[config.mk]
export PLATFORM = sky130hd
export DESIGN_NAME = fpu_subsystem_top
export DESIGN_NICKNAME = d
export VERILOG_FILES = /design/src/common/fpu_pkg.sv /design/src/hdl/fpu_operand_select.sv /design/src/fpu_core/fpu_arith.sv /design/src/fpu_core/fpu_result_fifo.sv /design/src/hdl/fpu_writeback.sv /design/src/hdl/fpu_subsystem_top.sv
export VERILOG_INCLUDE_DIRS = /design/src /design/src/common
export SDC_FILE = /design/constraint.sdc
export NUM_CORES = 2
export LEC_CHECK = 0
export BUFFER_PORTS_ARGS = -buffer_cell sky130_fd_sc_hd__buf_2
export CAP_MARGIN = 15
export CORE_MARGIN = 2
export CORE_UTILIZATION = 45
export CTS_CLUSTER_SIZE = 28
export DETAILED_ROUTE_END_ITERATION = 6
export GPL_ROUTABILITY_DRIVEN = 0
export HOLD_SLACK_MARGIN = 0.12
export SLEW_MARGIN = 20
export SYNTH_ARGS = -nofsm -noshare
export SYNTH_HDL_FRONTEND = slang
export SYNTH_SLANG_ARGS = --single-unit
[constraint.sdc]
create_clock -name clk_i -period 18.2 [get_ports clk_i]
set_input_delay 1.82 -clock clk_i [delete_from_list [all_inputs] [get_ports clk_i]]
set_output_delay 1.82 -clock clk_i [all_outputs]
set_load 0.02 [all_outputs]
[src/common/fpu_macros.svh]
`ifndef FPU_MACROS_SVH
`define FPU_MACROS_SVH

// Single precision only
`define FPU_WIDTH 32

// Result buffer entries, power of two
`define FPU_FIFO_DEPTH 4

// Canonical quiet NaN
`define FPU_QNAN 32'h7FC00000

// Magnitudes used on overflow
`define FPU_PINF_MAG 31'h7F800000
`define FPU_MAX_MAG 31'h7F7FFFFF

`endif

[src/common/fpu_pkg.sv]
`include "fpu_macros.svh"

package fpu_pkg;

  typedef enum logic [3:0] {
    OP_FADD   = 4'd0,
    OP_FSUB   = 4'd1,
    OP_FMUL   = 4'd2,
    OP_FMIN   = 4'd3,
    OP_FMAX   = 4'd4,
    OP_FSGNJ  = 4'd5,
    OP_FSGNJN = 4'd6,
    OP_FSGNJX = 4'd7,
    OP_FEQ    = 4'd8,
    OP_FLT    = 4'd9,
    OP_FLE    = 4'd10
  } fpu_op_e;

  // RISC-V frm encodings
  typedef enum logic [2:0] {
    RM_RNE = 3'd0,
    RM_RTZ = 3'd1,
    RM_DYN = 3'd7
  } fpu_rm_e;

  // Same bit order as fflags
  typedef struct packed {
    logic nv;
    logic dz;
    logic of;
    logic uf;
    logic nx;
  } fpu_status_t;

  // rm is always RNE or RTZ here
  typedef struct packed {
    fpu_op_e               op;
    fpu_rm_e               rm;
    logic [`FPU_WIDTH-1:0] a;
    logic [`FPU_WIDTH-1:0] b;
    logic                  rd_fp;
  } fpu_req_t;

  typedef struct packed {
    logic [`FPU_WIDTH-1:0] value;
    fpu_status_t           status;
    logic                  rd_fp;
  } fpu_res_t;

endpackage

[src/hdl/fpu_operand_select.sv]
`timescale 1ns/1ps
`include "fpu_macros.svh"

module fpu_operand_select (
  input  logic                  clk_i,
  input  logic                  rst_i,
  input  logic [`FPU_WIDTH-1:0] fp_rdata_a_i,
  input  logic [`FPU_WIDTH-1:0] fp_rdata_b_i,
  input  logic [`FPU_WIDTH-1:0] int_rdata_a_i,
  input  logic [`FPU_WIDTH-1:0] int_rdata_b_i,
  input  logic                  use_fp_rs1_i,
  input  logic                  use_fp_rs2_i,
  input  logic                  swap_oprnds_i,
  input  fpu_pkg::fpu_op_e      op_i,
  input  fpu_pkg::fpu_rm_e      rnd_mode_dec_i,
  input  fpu_pkg::fpu_rm_e      rnd_mode_csr_i,
  input  logic                  fp_rf_wen_wb_i,
  input  logic                  in_valid_i,
  output logic                  in_ready_o,
  input  logic                  flush_i,
  output fpu_pkg::fpu_req_t     req_o,
  output logic                  req_valid_o,
  input  logic                  req_ready_i,
  output logic                  busy_o
);

  import fpu_pkg::*;

  logic [`FPU_WIDTH-1:0] opa;
  logic [`FPU_WIDTH-1:0] opb;
  fpu_rm_e               rm_sel;
  fpu_req_t              req_q;
  logic                  valid_q;
  logic                  accept;

  // Free slot, or the held request leaves this cycle
  assign in_ready_o = ~valid_q | req_ready_i;
  assign accept     = in_valid_i & in_ready_o;

  always_comb begin
    opa    = use_fp_rs1_i ? fp_rdata_a_i : int_rdata_a_i;
    opb    = use_fp_rs2_i ? fp_rdata_b_i : int_rdata_b_i;
    rm_sel = (rnd_mode_dec_i == RM_DYN) ? rnd_mode_csr_i : rnd_mode_dec_i;
  end

  always_ff @(posedge clk_i) begin
    if (rst_i | flush_i) begin
      valid_q <= 1'b0;
    end else if (accept) begin
      valid_q <= 1'b1;
    end else if (req_ready_i) begin
      valid_q <= 1'b0;
    end
  end

  always_ff @(posedge clk_i) begin
    if (accept) begin
      req_q.op    <= op_i;
      // Unsupported modes fall back to nearest-even
      req_q.rm    <= (rm_sel == RM_RTZ) ? RM_RTZ : RM_RNE;
      req_q.a     <= swap_oprnds_i ? opb : opa;
      req_q.b     <= swap_oprnds_i ? opa : opb;
      req_q.rd_fp <= fp_rf_wen_wb_i;
    end
  end

  assign req_o       = req_q;
  assign req_valid_o = valid_q;
  assign busy_o      = valid_q;

  // A stalled request must not change under the datapath
  a_req_stable: assert property (@(posedge clk_i) disable iff (rst_i || flush_i)
    req_valid_o && !req_ready_i |=> req_valid_o && $stable(req_o));

endmodule

[src/fpu_core/fpu_arith.sv]
`timescale 1ns/1ps
`include "fpu_macros.svh"

module fpu_arith (
  input  logic              clk_i,
  input  logic              rst_i,
  input  logic              flush_i,
  input  fpu_pkg::fpu_req_t req_i,
  input  logic              req_valid_i,
  output logic              req_ready_o,
  output fpu_pkg::fpu_res_t res_o,
  output logic              res_valid_o,
  input  logic              res_ready_i,
  output logic              busy_o
);

  import fpu_pkg::*;

  function automatic logic [31:0] ftz(input logic [31:0] x);
    ftz = (x[30:23] == 8'h00) ? {x[31], 31'b0} : x;
  endfunction

  function automatic logic is_nan(input logic [31:0] x);
    is_nan = (&x[30:23]) & (|x[22:0]);
  endfunction

  function automatic logic is_inf(input logic [31:0] x);
    is_inf = (&x[30:23]) & ~(|x[22:0]);
  endfunction

  // Stage 1 signals
  logic [31:0]        in_fa, in_fb;
  logic               sb, a_big, sticky;
  logic [23:0]        ma, mb, big_m, sm_m;
  logic [7:0]         big_e, sm_e, d;
  logic [26:0]        sm_ext, sh;
  logic [47:0]        x, y;
  logic signed [9:0]  e;
  logic               sub, sgn, zsgn;
  logic               s1_v, s2_v, s1_adv, s2_adv;
  fpu_req_t           s1_req;
  logic [47:0]        s1_x, s1_y;
  logic signed [9:0]  s1_e;
  logic               s1_sub, s1_sgn, s1_zsgn;

  // Stage 2 signals
  logic [47:0]        m, norm;
  logic [5:0]         lz;
  logic               grd, stk, inc;
  logic [23:0]        rnd;
  logic signed [9:0]  e_f;
  logic [31:0]        ar_val, r_val, fa, fb;
  fpu_status_t        ar_st, r_st;
  logic               a_nan, b_nan, a_snan, b_snan, a_inf, b_inf, a_zero, b_zero;
  logic               lt_tot, both_zero, flt, feq;
  fpu_res_t           res_q;

  assign s2_adv      = ~s2_v | res_ready_i;
  assign s1_adv      = ~s1_v | s2_adv;
  assign req_ready_o = s1_adv;

  // Align for add/sub, or form the product
  always_comb begin
    in_fa  = ftz(req_i.a);
    in_fb  = ftz(req_i.b);
    sb     = in_fb[31] ^ (req_i.op == OP_FSUB);
    a_big  = in_fa[30:0] >= in_fb[30:0];
    ma     = {|in_fa[30:23], in_fa[22:0]};
    mb     = {|in_fb[30:23], in_fb[22:0]};
    big_m  = a_big ? ma : mb;
    sm_m   = a_big ? mb : ma;
    big_e  = a_big ? in_fa[30:23] : in_fb[30:23];
    sm_e   = a_big ? in_fb[30:23] : in_fa[30:23];
    d      = big_e - sm_e;
    sm_ext = {sm_m, 3'b000};
    sh     = sm_ext >> d;
    sticky = (sh << d) != sm_ext;
    if (req_i.op == OP_FMUL) begin
      x    = ma * mb;
      y    = '0;
      sub  = 1'b0;
      sgn  = in_fa[31] ^ in_fb[31];
      zsgn = sgn;
      e    = $signed({2'b00, in_fa[30:23]}) + $signed({2'b00, in_fb[30:23]}) - 10'sd127;
    end else begin
      // Hidden bit lands on bit 46, carry on bit 47
      x    = {1'b0, big_m, 23'b0};
      y    = {1'b0, sh[26:1], sh[0] | sticky, 20'b0};
      sub  = in_fa[31] ^ sb;
      sgn  = a_big ? in_fa[31] : sb;
      zsgn = sub ? 1'b0 : in_fa[31];
      e    = $signed({2'b00, big_e});
    end
  end

  always_ff @(posedge clk_i) begin
    if (rst_i | flush_i) begin
      s1_v <= 1'b0;
      s2_v <= 1'b0;
    end else begin
      if (s1_adv) begin
        s1_v <= req_valid_i;
      end
      if (s2_adv) begin
        s2_v <= s1_v;
      end
    end
  end

  always_ff @(posedge clk_i) begin
    if (s1_adv & req_valid_i) begin
      s1_req  <= req_i;
      s1_x    <= x;
      s1_y    <= y;
      s1_e    <= e;
      s1_sub  <= sub;
      s1_sgn  <= sgn;
      s1_zsgn <= zsgn;
    end
  end

  // Normalize and round
  always_comb begin
    m  = s1_sub ? s1_x - s1_y : s1_x + s1_y;
    lz = 6'd0;
    for (int i = 0; i < 48; i++) begin
      if (m[i]) begin
        lz = 6'(47 - i);
      end
    end
    norm  = m << lz;
    grd   = norm[23];
    stk   = |norm[22:0];
    inc   = (s1_req.rm == RM_RNE) & grd & (stk | norm[24]);
    rnd   = {1'b0, norm[46:24]} + {23'b0, inc};
    e_f   = s1_e + 10'sd1 - $signed({4'b0, lz}) + $signed({9'b0, rnd[23]});
    ar_st = '0;
    if (m == '0) begin
      ar_val = {s1_zsgn, 31'b0};
    end else if (e_f >= 10'sd255) begin
      ar_val   = (s1_req.rm == RM_RTZ) ? {s1_sgn, `FPU_MAX_MAG} : {s1_sgn, `FPU_PINF_MAG};
      ar_st.of = 1'b1;
      ar_st.nx = 1'b1;
    end else if (e_f <= 10'sd0) begin
      // Too small for a normal, flush
      ar_val   = {s1_sgn, 31'b0};
      ar_st.uf = 1'b1;
      ar_st.nx = 1'b1;
    end else begin
      ar_val   = {s1_sgn, e_f[7:0], rnd[22:0]};
      ar_st.nx = grd | stk;
    end
  end

  // Special values, min/max, sign injection, compares
  always_comb begin
    fa        = ftz(s1_req.a);
    fb        = ftz(s1_req.b);
    a_nan     = is_nan(fa);
    b_nan     = is_nan(fb);
    a_snan    = a_nan & ~fa[22];
    b_snan    = b_nan & ~fb[22];
    a_inf     = is_inf(fa);
    b_inf     = is_inf(fb);
    a_zero    = fa[30:23] == 8'h00;
    b_zero    = fb[30:23] == 8'h00;
    both_zero = a_zero & b_zero;
    // Orders -0 below +0, used as is by min/max
    lt_tot    = (fa[31] != fb[31]) ? fa[31] :
                (fa[31] ? (fa[30:0] > fb[30:0]) : (fa[30:0] < fb[30:0]));
    flt       = lt_tot & ~both_zero & ~a_nan & ~b_nan;
    feq       = ((fa == fb) | both_zero) & ~a_nan & ~b_nan;
    r_val     = `FPU_QNAN;
    r_st      = '0;
    case (s1_req.op)
      OP_FADD, OP_FSUB: begin
        if (a_nan | b_nan) begin
          r_st.nv = a_snan | b_snan;
        end else if (a_inf & b_inf & s1_sub) begin
          r_st.nv = 1'b1;
        end else if (a_inf | b_inf) begin
          r_val = {s1_sgn, `FPU_PINF_MAG};
        end else begin
          r_val = ar_val;
          r_st  = ar_st;
        end
      end
      OP_FMUL: begin
        if (a_nan | b_nan) begin
          r_st.nv = a_snan | b_snan;
        end else if ((a_inf & b_zero) | (b_inf & a_zero)) begin
          r_st.nv = 1'b1;
        end else if (a_inf | b_inf) begin
          r_val = {s1_sgn, `FPU_PINF_MAG};
        end else begin
          r_val = ar_val;
          r_st  = ar_st;
        end
      end
      OP_FMIN, OP_FMAX: begin
        r_st.nv = a_snan | b_snan;
        if (a_nan & ~b_nan) begin
          r_val = fb;
        end else if (b_nan & ~a_nan) begin
          r_val = fa;
        end else if (~a_nan) begin
          r_val = ((s1_req.op == OP_FMIN) == lt_tot) ? fa : fb;
        end
      end
      OP_FSGNJ:  r_val = {s1_req.b[31], s1_req.a[30:0]};
      OP_FSGNJN: r_val = {~s1_req.b[31], s1_req.a[30:0]};
      OP_FSGNJX: r_val = {s1_req.a[31] ^ s1_req.b[31], s1_req.a[30:0]};
      OP_FEQ: begin
        r_val   = {31'b0, feq};
        r_st.nv = a_snan | b_snan;
      end
      OP_FLT: begin
        r_val   = {31'b0, flt};
        r_st.nv = a_nan | b_nan;
      end
      OP_FLE: begin
        r_val   = {31'b0, flt | feq};
        r_st.nv = a_nan | b_nan;
      end
      default: r_st.nv = 1'b1;
    endcase
  end

  always_ff @(posedge clk_i) begin
    if (s2_adv & s1_v) begin
      res_q.value  <= r_val;
      res_q.status <= r_st;
      // Compares always go to the integer register file
      res_q.rd_fp  <= s1_req.rd_fp & ~(s1_req.op inside {OP_FEQ, OP_FLT, OP_FLE});
    end
  end

  assign res_o       = res_q;
  assign res_valid_o = s2_v;
  assign busy_o      = s1_v | s2_v;

endmodule

[src/fpu_core/fpu_result_fifo.sv]
`timescale 1ns/1ps
`include "fpu_macros.svh"

module fpu_result_fifo (
  input  logic              clk_i,
  input  logic              rst_i,
  input  logic              flush_i,
  input  fpu_pkg::fpu_res_t wr_i,
  input  logic              wr_valid_i,
  output logic              wr_ready_o,
  output fpu_pkg::fpu_res_t rd_o,
  output logic              rd_valid_o,
  input  logic              rd_ready_i
);

  import fpu_pkg::*;

  localparam int fifo_depth = `FPU_FIFO_DEPTH;
  localparam int ptr_w      = $clog2(fifo_depth);

  fpu_res_t         mem [fifo_depth];
  logic [ptr_w-1:0] wr_ptr;
  logic [ptr_w-1:0] rd_ptr;
  logic [ptr_w:0]   count;
  logic             full;
  logic             do_wr;
  logic             do_rd;

  assign full       = count == fifo_depth;
  assign rd_valid_o = count != '0;
  assign do_rd      = rd_valid_o & rd_ready_i;
  // A pop frees the slot this write takes
  assign wr_ready_o = ~full | do_rd;
  assign do_wr      = wr_valid_i & wr_ready_o;
  assign rd_o       = mem[rd_ptr];

  always_ff @(posedge clk_i) begin
    if (rst_i | flush_i) begin
      wr_ptr <= '0;
      rd_ptr <= '0;
      count  <= '0;
    end else begin
      if (do_wr) begin
        wr_ptr <= wr_ptr + 1'b1;
      end
      if (do_rd) begin
        rd_ptr <= rd_ptr + 1'b1;
      end
      count <= count + {{ptr_w{1'b0}}, do_wr} - {{ptr_w{1'b0}}, do_rd};
    end
  end

  always_ff @(posedge clk_i) begin
    if (do_wr) begin
      mem[wr_ptr] <= wr_i;
    end
  end

  a_count_bound: assert property (@(posedge clk_i) disable iff (rst_i)
    count <= fifo_depth);

  // Write-back must only pop a valid head
  a_no_pop_empty: assert property (@(posedge clk_i) disable iff (rst_i)
    rd_ready_i |-> rd_valid_o);

endmodule

[src/hdl/fpu_writeback.sv]
`timescale 1ns/1ps
`include "fpu_macros.svh"

module fpu_writeback (
  input  logic                  clk_i,
  input  logic                  rst_i,
  input  fpu_pkg::fpu_res_t     head_i,
  input  logic                  head_valid_i,
  output logic                  pop_o,
  input  logic                  out_ready_i,
  output logic [`FPU_WIDTH-1:0] result_o,
  output fpu_pkg::fpu_status_t  status_o,
  output logic                  out_valid_o,
  output logic                  fp_rf_wen_o,
  output logic                  int_rf_wen_o,
  output fpu_pkg::fpu_status_t  fflags_o,
  input  logic                  fflags_clr_i
);

  assign result_o     = head_i.value;
  assign status_o     = head_i.status;
  assign out_valid_o  = head_valid_i;
  assign pop_o        = head_valid_i & out_ready_i;

  // One enable per accepted result
  assign fp_rf_wen_o  = pop_o & head_i.rd_fp;
  assign int_rf_wen_o = pop_o & ~head_i.rd_fp;

  // Sticky flags; a result popped during the clear still counts
  always_ff @(posedge clk_i) begin
    if (rst_i) begin
      fflags_o <= '0;
    end else begin
      fflags_o <= (fflags_clr_i ? 5'b0 : fflags_o) | (pop_o ? head_i.status : 5'b0);
    end
  end

endmodule

[src/hdl/fpu_subsystem_top.sv]
`timescale 1ns/1ps
`include "fpu_macros.svh"

module fpu_subsystem_top (
  input  logic                  clk_i,
  input  logic                  rst_i,
  input  logic [`FPU_WIDTH-1:0] fp_rdata_a_i,
  input  logic [`FPU_WIDTH-1:0] fp_rdata_b_i,
  input  logic [`FPU_WIDTH-1:0] int_rdata_a_i,
  input  logic [`FPU_WIDTH-1:0] int_rdata_b_i,
  input  logic                  use_fp_rs1_i,
  input  logic                  use_fp_rs2_i,
  input  logic                  swap_oprnds_i,
  input  fpu_pkg::fpu_op_e      op_i,
  input  fpu_pkg::fpu_rm_e      rnd_mode_dec_i,
  input  fpu_pkg::fpu_rm_e      rnd_mode_csr_i,
  input  logic                  fp_rf_wen_wb_i,
  input  logic                  in_valid_i,
  output logic                  in_ready_o,
  input  logic                  flush_i,
  output logic [`FPU_WIDTH-1:0] result_o,
  output fpu_pkg::fpu_status_t  status_o,
  output logic                  out_valid_o,
  input  logic                  out_ready_i,
  output logic                  fp_rf_wen_o,
  output logic                  int_rf_wen_o,
  output fpu_pkg::fpu_status_t  fflags_o,
  input  logic                  fflags_clr_i,
  output logic                  busy_o
);

  import fpu_pkg::*;

  fpu_req_t req;
  fpu_res_t res;
  fpu_res_t head;
  logic     req_valid, req_ready;
  logic     res_valid, res_ready;
  logic     head_valid, pop;
  logic     sel_busy, arith_busy;

  fpu_operand_select u_operand_select (
    .clk_i          (clk_i),
    .rst_i          (rst_i),
    .fp_rdata_a_i   (fp_rdata_a_i),
    .fp_rdata_b_i   (fp_rdata_b_i),
    .int_rdata_a_i  (int_rdata_a_i),
    .int_rdata_b_i  (int_rdata_b_i),
    .use_fp_rs1_i   (use_fp_rs1_i),
    .use_fp_rs2_i   (use_fp_rs2_i),
    .swap_oprnds_i  (swap_oprnds_i),
    .op_i           (op_i),
    .rnd_mode_dec_i (rnd_mode_dec_i),
    .rnd_mode_csr_i (rnd_mode_csr_i),
    .fp_rf_wen_wb_i (fp_rf_wen_wb_i),
    .in_valid_i     (in_valid_i),
    .in_ready_o     (in_ready_o),
    .flush_i        (flush_i),
    .req_o          (req),
    .req_valid_o    (req_valid),
    .req_ready_i    (req_ready),
    .busy_o         (sel_busy)
  );

  fpu_arith u_arith (
    .clk_i       (clk_i),
    .rst_i       (rst_i),
    .flush_i     (flush_i),
    .req_i       (req),
    .req_valid_i (req_valid),
    .req_ready_o (req_ready),
    .res_o       (res),
    .res_valid_o (res_valid),
    .res_ready_i (res_ready),
    .busy_o      (arith_busy)
  );

  fpu_result_fifo u_result_fifo (
    .clk_i      (clk_i),
    .rst_i      (rst_i),
    .flush_i    (flush_i),
    .wr_i       (res),
    .wr_valid_i (res_valid),
    .wr_ready_o (res_ready),
    .rd_o       (head),
    .rd_valid_o (head_valid),
    .rd_ready_i (pop)
  );

  fpu_writeback u_writeback (
    .clk_i        (clk_i),
    .rst_i        (rst_i),
    .head_i       (head),
    .head_valid_i (head_valid),
    .pop_o        (pop),
    .out_ready_i  (out_ready_i),
    .result_o     (result_o),
    .status_o     (status_o),
    .out_valid_o  (out_valid_o),
    .fp_rf_wen_o  (fp_rf_wen_o),
    .int_rf_wen_o (int_rf_wen_o),
    .fflags_o     (fflags_o),
    .fflags_clr_i (fflags_clr_i)
  );

  // Anything held in the producer, the pipeline or the buffer
  assign busy_o = sel_busy | arith_busy | head_valid;

endmodule

Yosys cells after proc, flatten, opt, wreduce, memory -nomap -nowiden
Memories as Yosys holds them, arrays and structs flattened. A register that Yosys moved wholly into a read port is not among the register bits.
Cells that the tools add are included.
{ "word_totals": {"ff_bits": 306, "ramBits": 152, "in_bits": 148, "wordCells": 279, "memories": 1} }
{ "memory_table": {"columns": ["memory", "words", "word_bits", "read_ports", "rd_ports_with_merged_regs", "wr", "line_no", "rtl"], "rows": [
  ["u_result_fifo.mem", 4, 38, 1, 1, 1, "fpu_result_fifo.sv:21", "fpu_res_t mem [fifo_depth];"]
]} }
{ "op_classes": {"add_sub_neg": 13, "multipliers": 1, "n_lt_le_gt_ge": 5, "eq_ne": 20, "shifts": 3, "muxes": 110, "bitwise": 65, "n_reduce_logical": 24} }
{ "ops": {"columns": ["cell", "n"], "rows": [
  ["32-bit 2-to-1 mux", 14],
  ["6-bit 2-to-1 mux", 48],
  ["32-bit one-hot mux with 9 select lines", 1],
  ["31-bit 2-to-1 mux", 6],
  ["24-bit 2-to-1 mux", 3],
  ["23-bit OR reduction", 3],
  ["48-bit adder", 1],
  ["48-bit logical NOT", 1],
  ["8-bit logical NOT", 6],
  ["24-bit by 24-bit multiplier with 48-bit output", 1],
  ["48-bit 2-to-1 mux", 1],
  ["48-bit by 6-bit << shifter with 47-bit output", 1],
  ["48-bit subtractor", 1],
  ["47-bit 2-to-1 mux", 1],
  ["32-bit == test", 1],
  ["31-bit greater-or-equal comparator", 1],
  ["31-bit > comparator", 1],
  ["31-bit < comparator", 1],
  ["1-bit AND", 29],
  ["27-bit != test", 1],
  ["27-bit by 8-bit << shifter with 27-bit output", 1],
  ["27-bit by 8-bit >> shifter with 27-bit output", 1],
  ["23-bit by 1-bit adder with 24-bit output", 1],
  ["8-bit 2-to-1 mux", 3],
  ["38 further kinds", 113]
]} }

Depth between registers and ports, before layout
{ "depth": {"depth_word": 64, "ltp_mapped": 48} }

Modules after synthesis
A second synthesis with hierarchy kept.
{ "unflattened": {"hier_cells": 5517, "hier_area_um2": 51747.1} }
{ "by_module_without_submodules": {"columns": ["module", "instances", "cells_per_inst", "area_per_inst_um2"], "rows": [
  ["fpu_arith", 1, 4985, 41636.2],
  ["fpu_result_fifo", 1, 245, 5944.5],
  ["fpu_operand_select", 1, 225, 3669.8],
  ["fpu_writeback", 1, 61, 490.5],
  ["fpu_subsystem_top", 1, 1, 6.3]
]} }

Worst setup path after synthesis
OpenSTA, ideal clock, no wires.
{ "synth_timing": {"kind": "input -> register", "startpoint": "input port out_ready_i", "endpoint": "register u_arith.s1_e[0] (enable)", "setup_time_ns": 0.916, "arrival_ns": 13.510, "t_required_ns": 17.284, "setup_slack_ns": 3.774, "path_stages": 3, "n_path_buf": 0, "path_cell_list": "nor4b_1 -> and2_0 -> a21boi_0"} }
{ "synth_via": {"elab_chain_cells": 6} }
{ "synth_lines": {"columns": ["element", "line_no", "rtl"], "rows": [
  ["start, declared", "fpu_subsystem_top.sv:24", "input logic out_ready_i,"],
  ["1-bit AND", "fpu_writeback.sv:23", "assign pop_o = head_valid_i & out_ready_i;"],
  ["1-bit AND", "fpu_result_fifo.sv:31", "assign do_rd = rd_valid_o & rd_ready_i;"],
  ["1-bit OR", "fpu_result_fifo.sv:33", "assign wr_ready_o = ~full | do_rd;"],
  ["1-bit OR", "fpu_arith.sv:58", "assign s2_adv = ~s2_v | res_ready_i;"],
  ["1-bit OR", "fpu_arith.sv:59", "assign s1_adv = ~s1_v | s2_adv;"],
  ["1-bit AND", "fpu_arith.sv:111", "if (s1_adv & req_valid_i) begin"],
  ["end signal, assigned", "fpu_arith.sv:115", "s1_e <= e;"],
  ["end, declared", "fpu_arith.sv:43", "logic signed [9:0] s1_e;"]
]} }
Every way passes these cells.
A chain may end at the register's enable or synchronous reset.

Final worst setup path
{ "layout_timing": {"startpoint": "register u_arith.s1_y[27]", "endpoint": "register u_arith.res_q (netlist bit u_arith.res_o[6]) (data pin)"} }
{ "layout_via": {"elab_chain_cells": 37} }
{ "layout_lines": {"columns": ["element", "line_no", "rtl"], "rows": [
  ["start, declared", "fpu_arith.sv:42", "logic [47:0] s1_x, s1_y;"],
  ["start signal, assigned", "fpu_arith.sv:114", "s1_y <= y;"],
  ["48-bit adder or 48-bit subtractor (tied branches)", "fpu_arith.sv:124", "m = s1_sub ? s1_x - s1_y : s1_x + s1_y;"],
  ["48-bit 2-to-1 mux *", "fpu_arith.sv:124", null],
  ["6-bit 2-to-1 mux (21 in a row)", "fpu_arith.sv:127", "if (m[i]) begin"],
  ["48-bit by 6-bit << shifter with 47-bit output", "fpu_arith.sv:131", "norm = m << lz;"],
  ["23-bit OR reduction", "fpu_arith.sv:133", "stk = |norm[22:0];"],
  ["1-bit OR", "fpu_arith.sv:134", "inc = (s1_req.rm == RM_RNE) & grd & (stk | norm[24]);"],
  ["1-bit AND", "fpu_arith.sv:134", null],
  ["23-bit by 1-bit adder with 24-bit output", "fpu_arith.sv:135", "rnd = {1'b0, norm[46:24]} + {23'b0, inc};"],
  ["(+2 left out)", null, null],
  ["31-bit 2-to-1 mux", "fpu_arith.sv:144", "end else if (e_f <= 10'sd0) begin"],
  ["31-bit 2-to-1 mux", "fpu_arith.sv:140", "end else if (e_f >= 10'sd255) begin"],
  ["32-bit 2-to-1 mux *", "fpu_arith.sv:138", "if (m == '0) begin"],
  ["32-bit 2-to-1 mux *", "fpu_arith.sv:181, fpu_arith.sv:193", null],
  ["32-bit 2-to-1 mux, on equally long branches", "fpu_arith.sv:191, fpu_arith.sv:179", null],
  ["32-bit 2-to-1 mux, on equally long branches", "fpu_arith.sv:189, fpu_arith.sv:177", null],
  ["32-bit one-hot mux with 9 select lines *", "fpu_arith.sv:175", "case (s1_req.op)"],
  ["named net u_arith.r_val[0]", "fpu_arith.sv:52", "logic [31:0] ar_val, r_val, fa, fb;"],
  ["end, declared", "fpu_arith.sv:56", "fpu_res_t res_q;"]
]} }
Mark *: on every way through the listed nets, which the timed path passes. The rest lies on a longest branch.

==> impl_metrics.toml <==
[sta]
tightest_slew_ns = 1.12
hold_viol_final = 0
fin_hold_ws_ns = 0.419
fin_skew_ns = 0.0775
finalCritPeriodShare_pct = 68.3
maxSlewViolCount = 0
max_freq_mhz = 80.4
period_minus_slack_ns = 12.44
setup_violations = 0
fin_setup_tns_ns = 0
relSlewSlack_pct = 24.8
rsz0062_at_grt = "false"

[worst_setup_path]
crit_type = "register to register"
critPathLaunchType = "register"
reg2reg_slack_ns = 5.76
critPathMostFrequentCell = "a21oi_1"
reg2regPathDepth = 38
endpoint_kind = "register"
worst_path_max_delay_cell = "a211oi_1"
cp.required_ns = 18.60
critPathTopFamily = "simple AND/OR/NAND/NOR gates"
max_stage_delay_ns = 0.77
worst-path-buf-inv = 2
critPathMaxFanout = 44
arrival_ns = 12.84
regToRegStartpoint = "u_arith.s1_y[27]"
reg2reg_to = "u_arith.res_o[6]"

[yosys]
avgSynthCellArea_um2 = 9.50
syn-cell-area_um2 = 51100
yosys_warnings = 0
yosysTopAreaCell = "edfxtp_1"
synth_cell_types = 118
async_flop_share_pct = 0
yosys-top-cells-count = "inv_1, nand2_1, fa_1, edfxtp_1, ha_1"
netlist.area_leader.share_pct = 24.3
ys_seq_elements = 429
seq_area_frac_synth_pct = 24.9
netlist_instances = 5381
synthTopCellsByArea = "edfxtp_1, fa_1, ha_1"
ys.flop_type = "edfxtp_1"
synth-edff-count = 413
post-synth-top-count-cell = "inv_1"

[finish]
drive_above_1_share_pct = 10.3
nets = 6333
area_delta_synth_final_pct = 7.57
final_cell_count_no_fill = 6916

[global_routing]
grt.overflow.total = 0
antenna_found_initial = 6
grt_pass1_vias = 41486
grt_max_degree = 71
grt_pass1_wl_mm = 256
grt_use_total_pct = 28.8

[cts]
cts_max_level = 2
cts_buffers = 47
root_buffer = "clkbuf_16"
clkTransAtPathRegs_ns = 0.06
cts.sinks = 429
cts_buffer_depth = 3
clock_latency_ns = 0.65
hold_buffers = 0
cts_tree = "built"
cts_setup_buffers = 0
cts_resized = 0

[detailed_routing]
wirelength_mm = 168
avgViaCountPerCell = 6.05
ant_nets = 0
drt_iter0_markers = 4288
via_count = 41837
first_pass_iters = 7
drc = 0
wl_per_cell_um = 24.2

[floorplan]
coreArea_um2 = 113000
ios = 195
die-area_um2 = 116000
chipWidth_um = 341
initial_core_util_pct = 45.4
fp.dieH_um = 341
row_count = 123

[hold_path]
hp-start = "u_operand_select.req_o[0]"
hold_path_depth = 0
holdCritPathClass = "register to register"
min_to = "u_arith.s1_req[0]"

[placement]
dp_cells = 6824
place_hpwl_mm = 128
io_buffer_count = 192

[status]
status = "completed"

[run]
maxCapViolations = 0
==> worst max-delay path by stage <==
stage                                 from                end  slack [ns]  cells after the start
final                     u_arith.s1_y[27]   u_arith.res_o[6]        5.76                     38
after global routing      u_arith.s1_y[27]   u_arith.res_o[6]        4.71                     38
after CTS                 u_arith.s1_y[27]   u_arith.res_o[6]        6.03                     38
after detailed placement  u_arith.s1_y[27]   u_arith.res_o[6]        6.10                     38
after global placement    u_arith.s1_y[22]  u_arith.res_o[10]        6.37                     41
after floorplan                out_ready_i    u_arith.s1_e[0]        3.77                      3
==> cell usage in the layout, fill, tap and decap left out, types with 40 or more instances in the layout <==
cell type and count:
inv_1 662, mux2i_1 287, a31oi_1 40, xor2_1 48
nand3_1 89, nor4_1 43, and2_1 176, o21ai_0 127
a21o_1 48, ha_1 324, buf_4 99, o211ai_1 63
nor2b_1 40, nor2_1 323, fa_1 487, mux4_2 57
nand2_1 581, buf_2 191, nor3_1 92, mux2_2 48
o21a_1 43, edfxtp_1 413, xnor2_1 87, clkbuf_16 47
and3_1 128, a21oi_1 211, a211oi_1 58
==> area by class of cell <==
cell class	count	area, um^2
Fill cell	10574	57700
Multi-Input combinational cell	3935	34500
Sequential cell	429	12700
Inverter	670	2520
Tap cell	1500	1880
Timing Repair Buffer	291	1720
Clock buffer	55	1220
Clock inverter	32	427
Antenna cell	4	10.0
==> registers in the layout (all words and copies together) (netlist names), 2 cells and up, named ones only <==
name and flops:
u_result_fifo.mem 148, u_arith.s1_req 70, u_operand_select.req_o 70, u_arith.s1_x 48, u_arith.res_o 37, u_arith.s1_y 27
u_arith.s1_e 10, u_writeback.fflags_o 4, u_result_fifo.count 3, u_result_fifo.rd_ptr 2, u_result_fifo.wr_ptr 2
==> metal layers <==
metal  part of all wire (%)  global-route usage (%)
met4                    5.9                    14.0
met1                     40                    38.0
met5                  0.023                       0
met2                     44                    45.6
met3                    9.1                    5.44
==> kinds of logic (layout without fill, tap and decap cells) <==
kind of cell,Yosys count,in the layout,share of synthesized area [%]
xor gates and xnor gates,141,141,2.46
AOI/OAI and AO/OA,944,944,13.0
DFF,429,429,24.9
buffers and inverters,1018,1048,7.84
muxes,394,394,9.24
and+or+nand+nor,1643,1643,15.6
other,1,6,0.00733
adders and majority gates,811,811,27.0
==> stage by stage <==
step / instance area [um^2] / setup WS (ns) / util (%)
after global routing: 55000 / 4.71 / 48.8
after CTS: 55000 / 6.03 / 48.8
after global placement: 53300 / 6.37 / 47.3
after floorplan: 51100 / 3.77 / -
final: 55000 / 5.76 / 48.8
after detailed placement: 53300 / 6.10 / 47.3
Power is left out: the tool's default activity adds up to more than one toggle a clock period on the data nets, which glitch-free logic cannot reach.
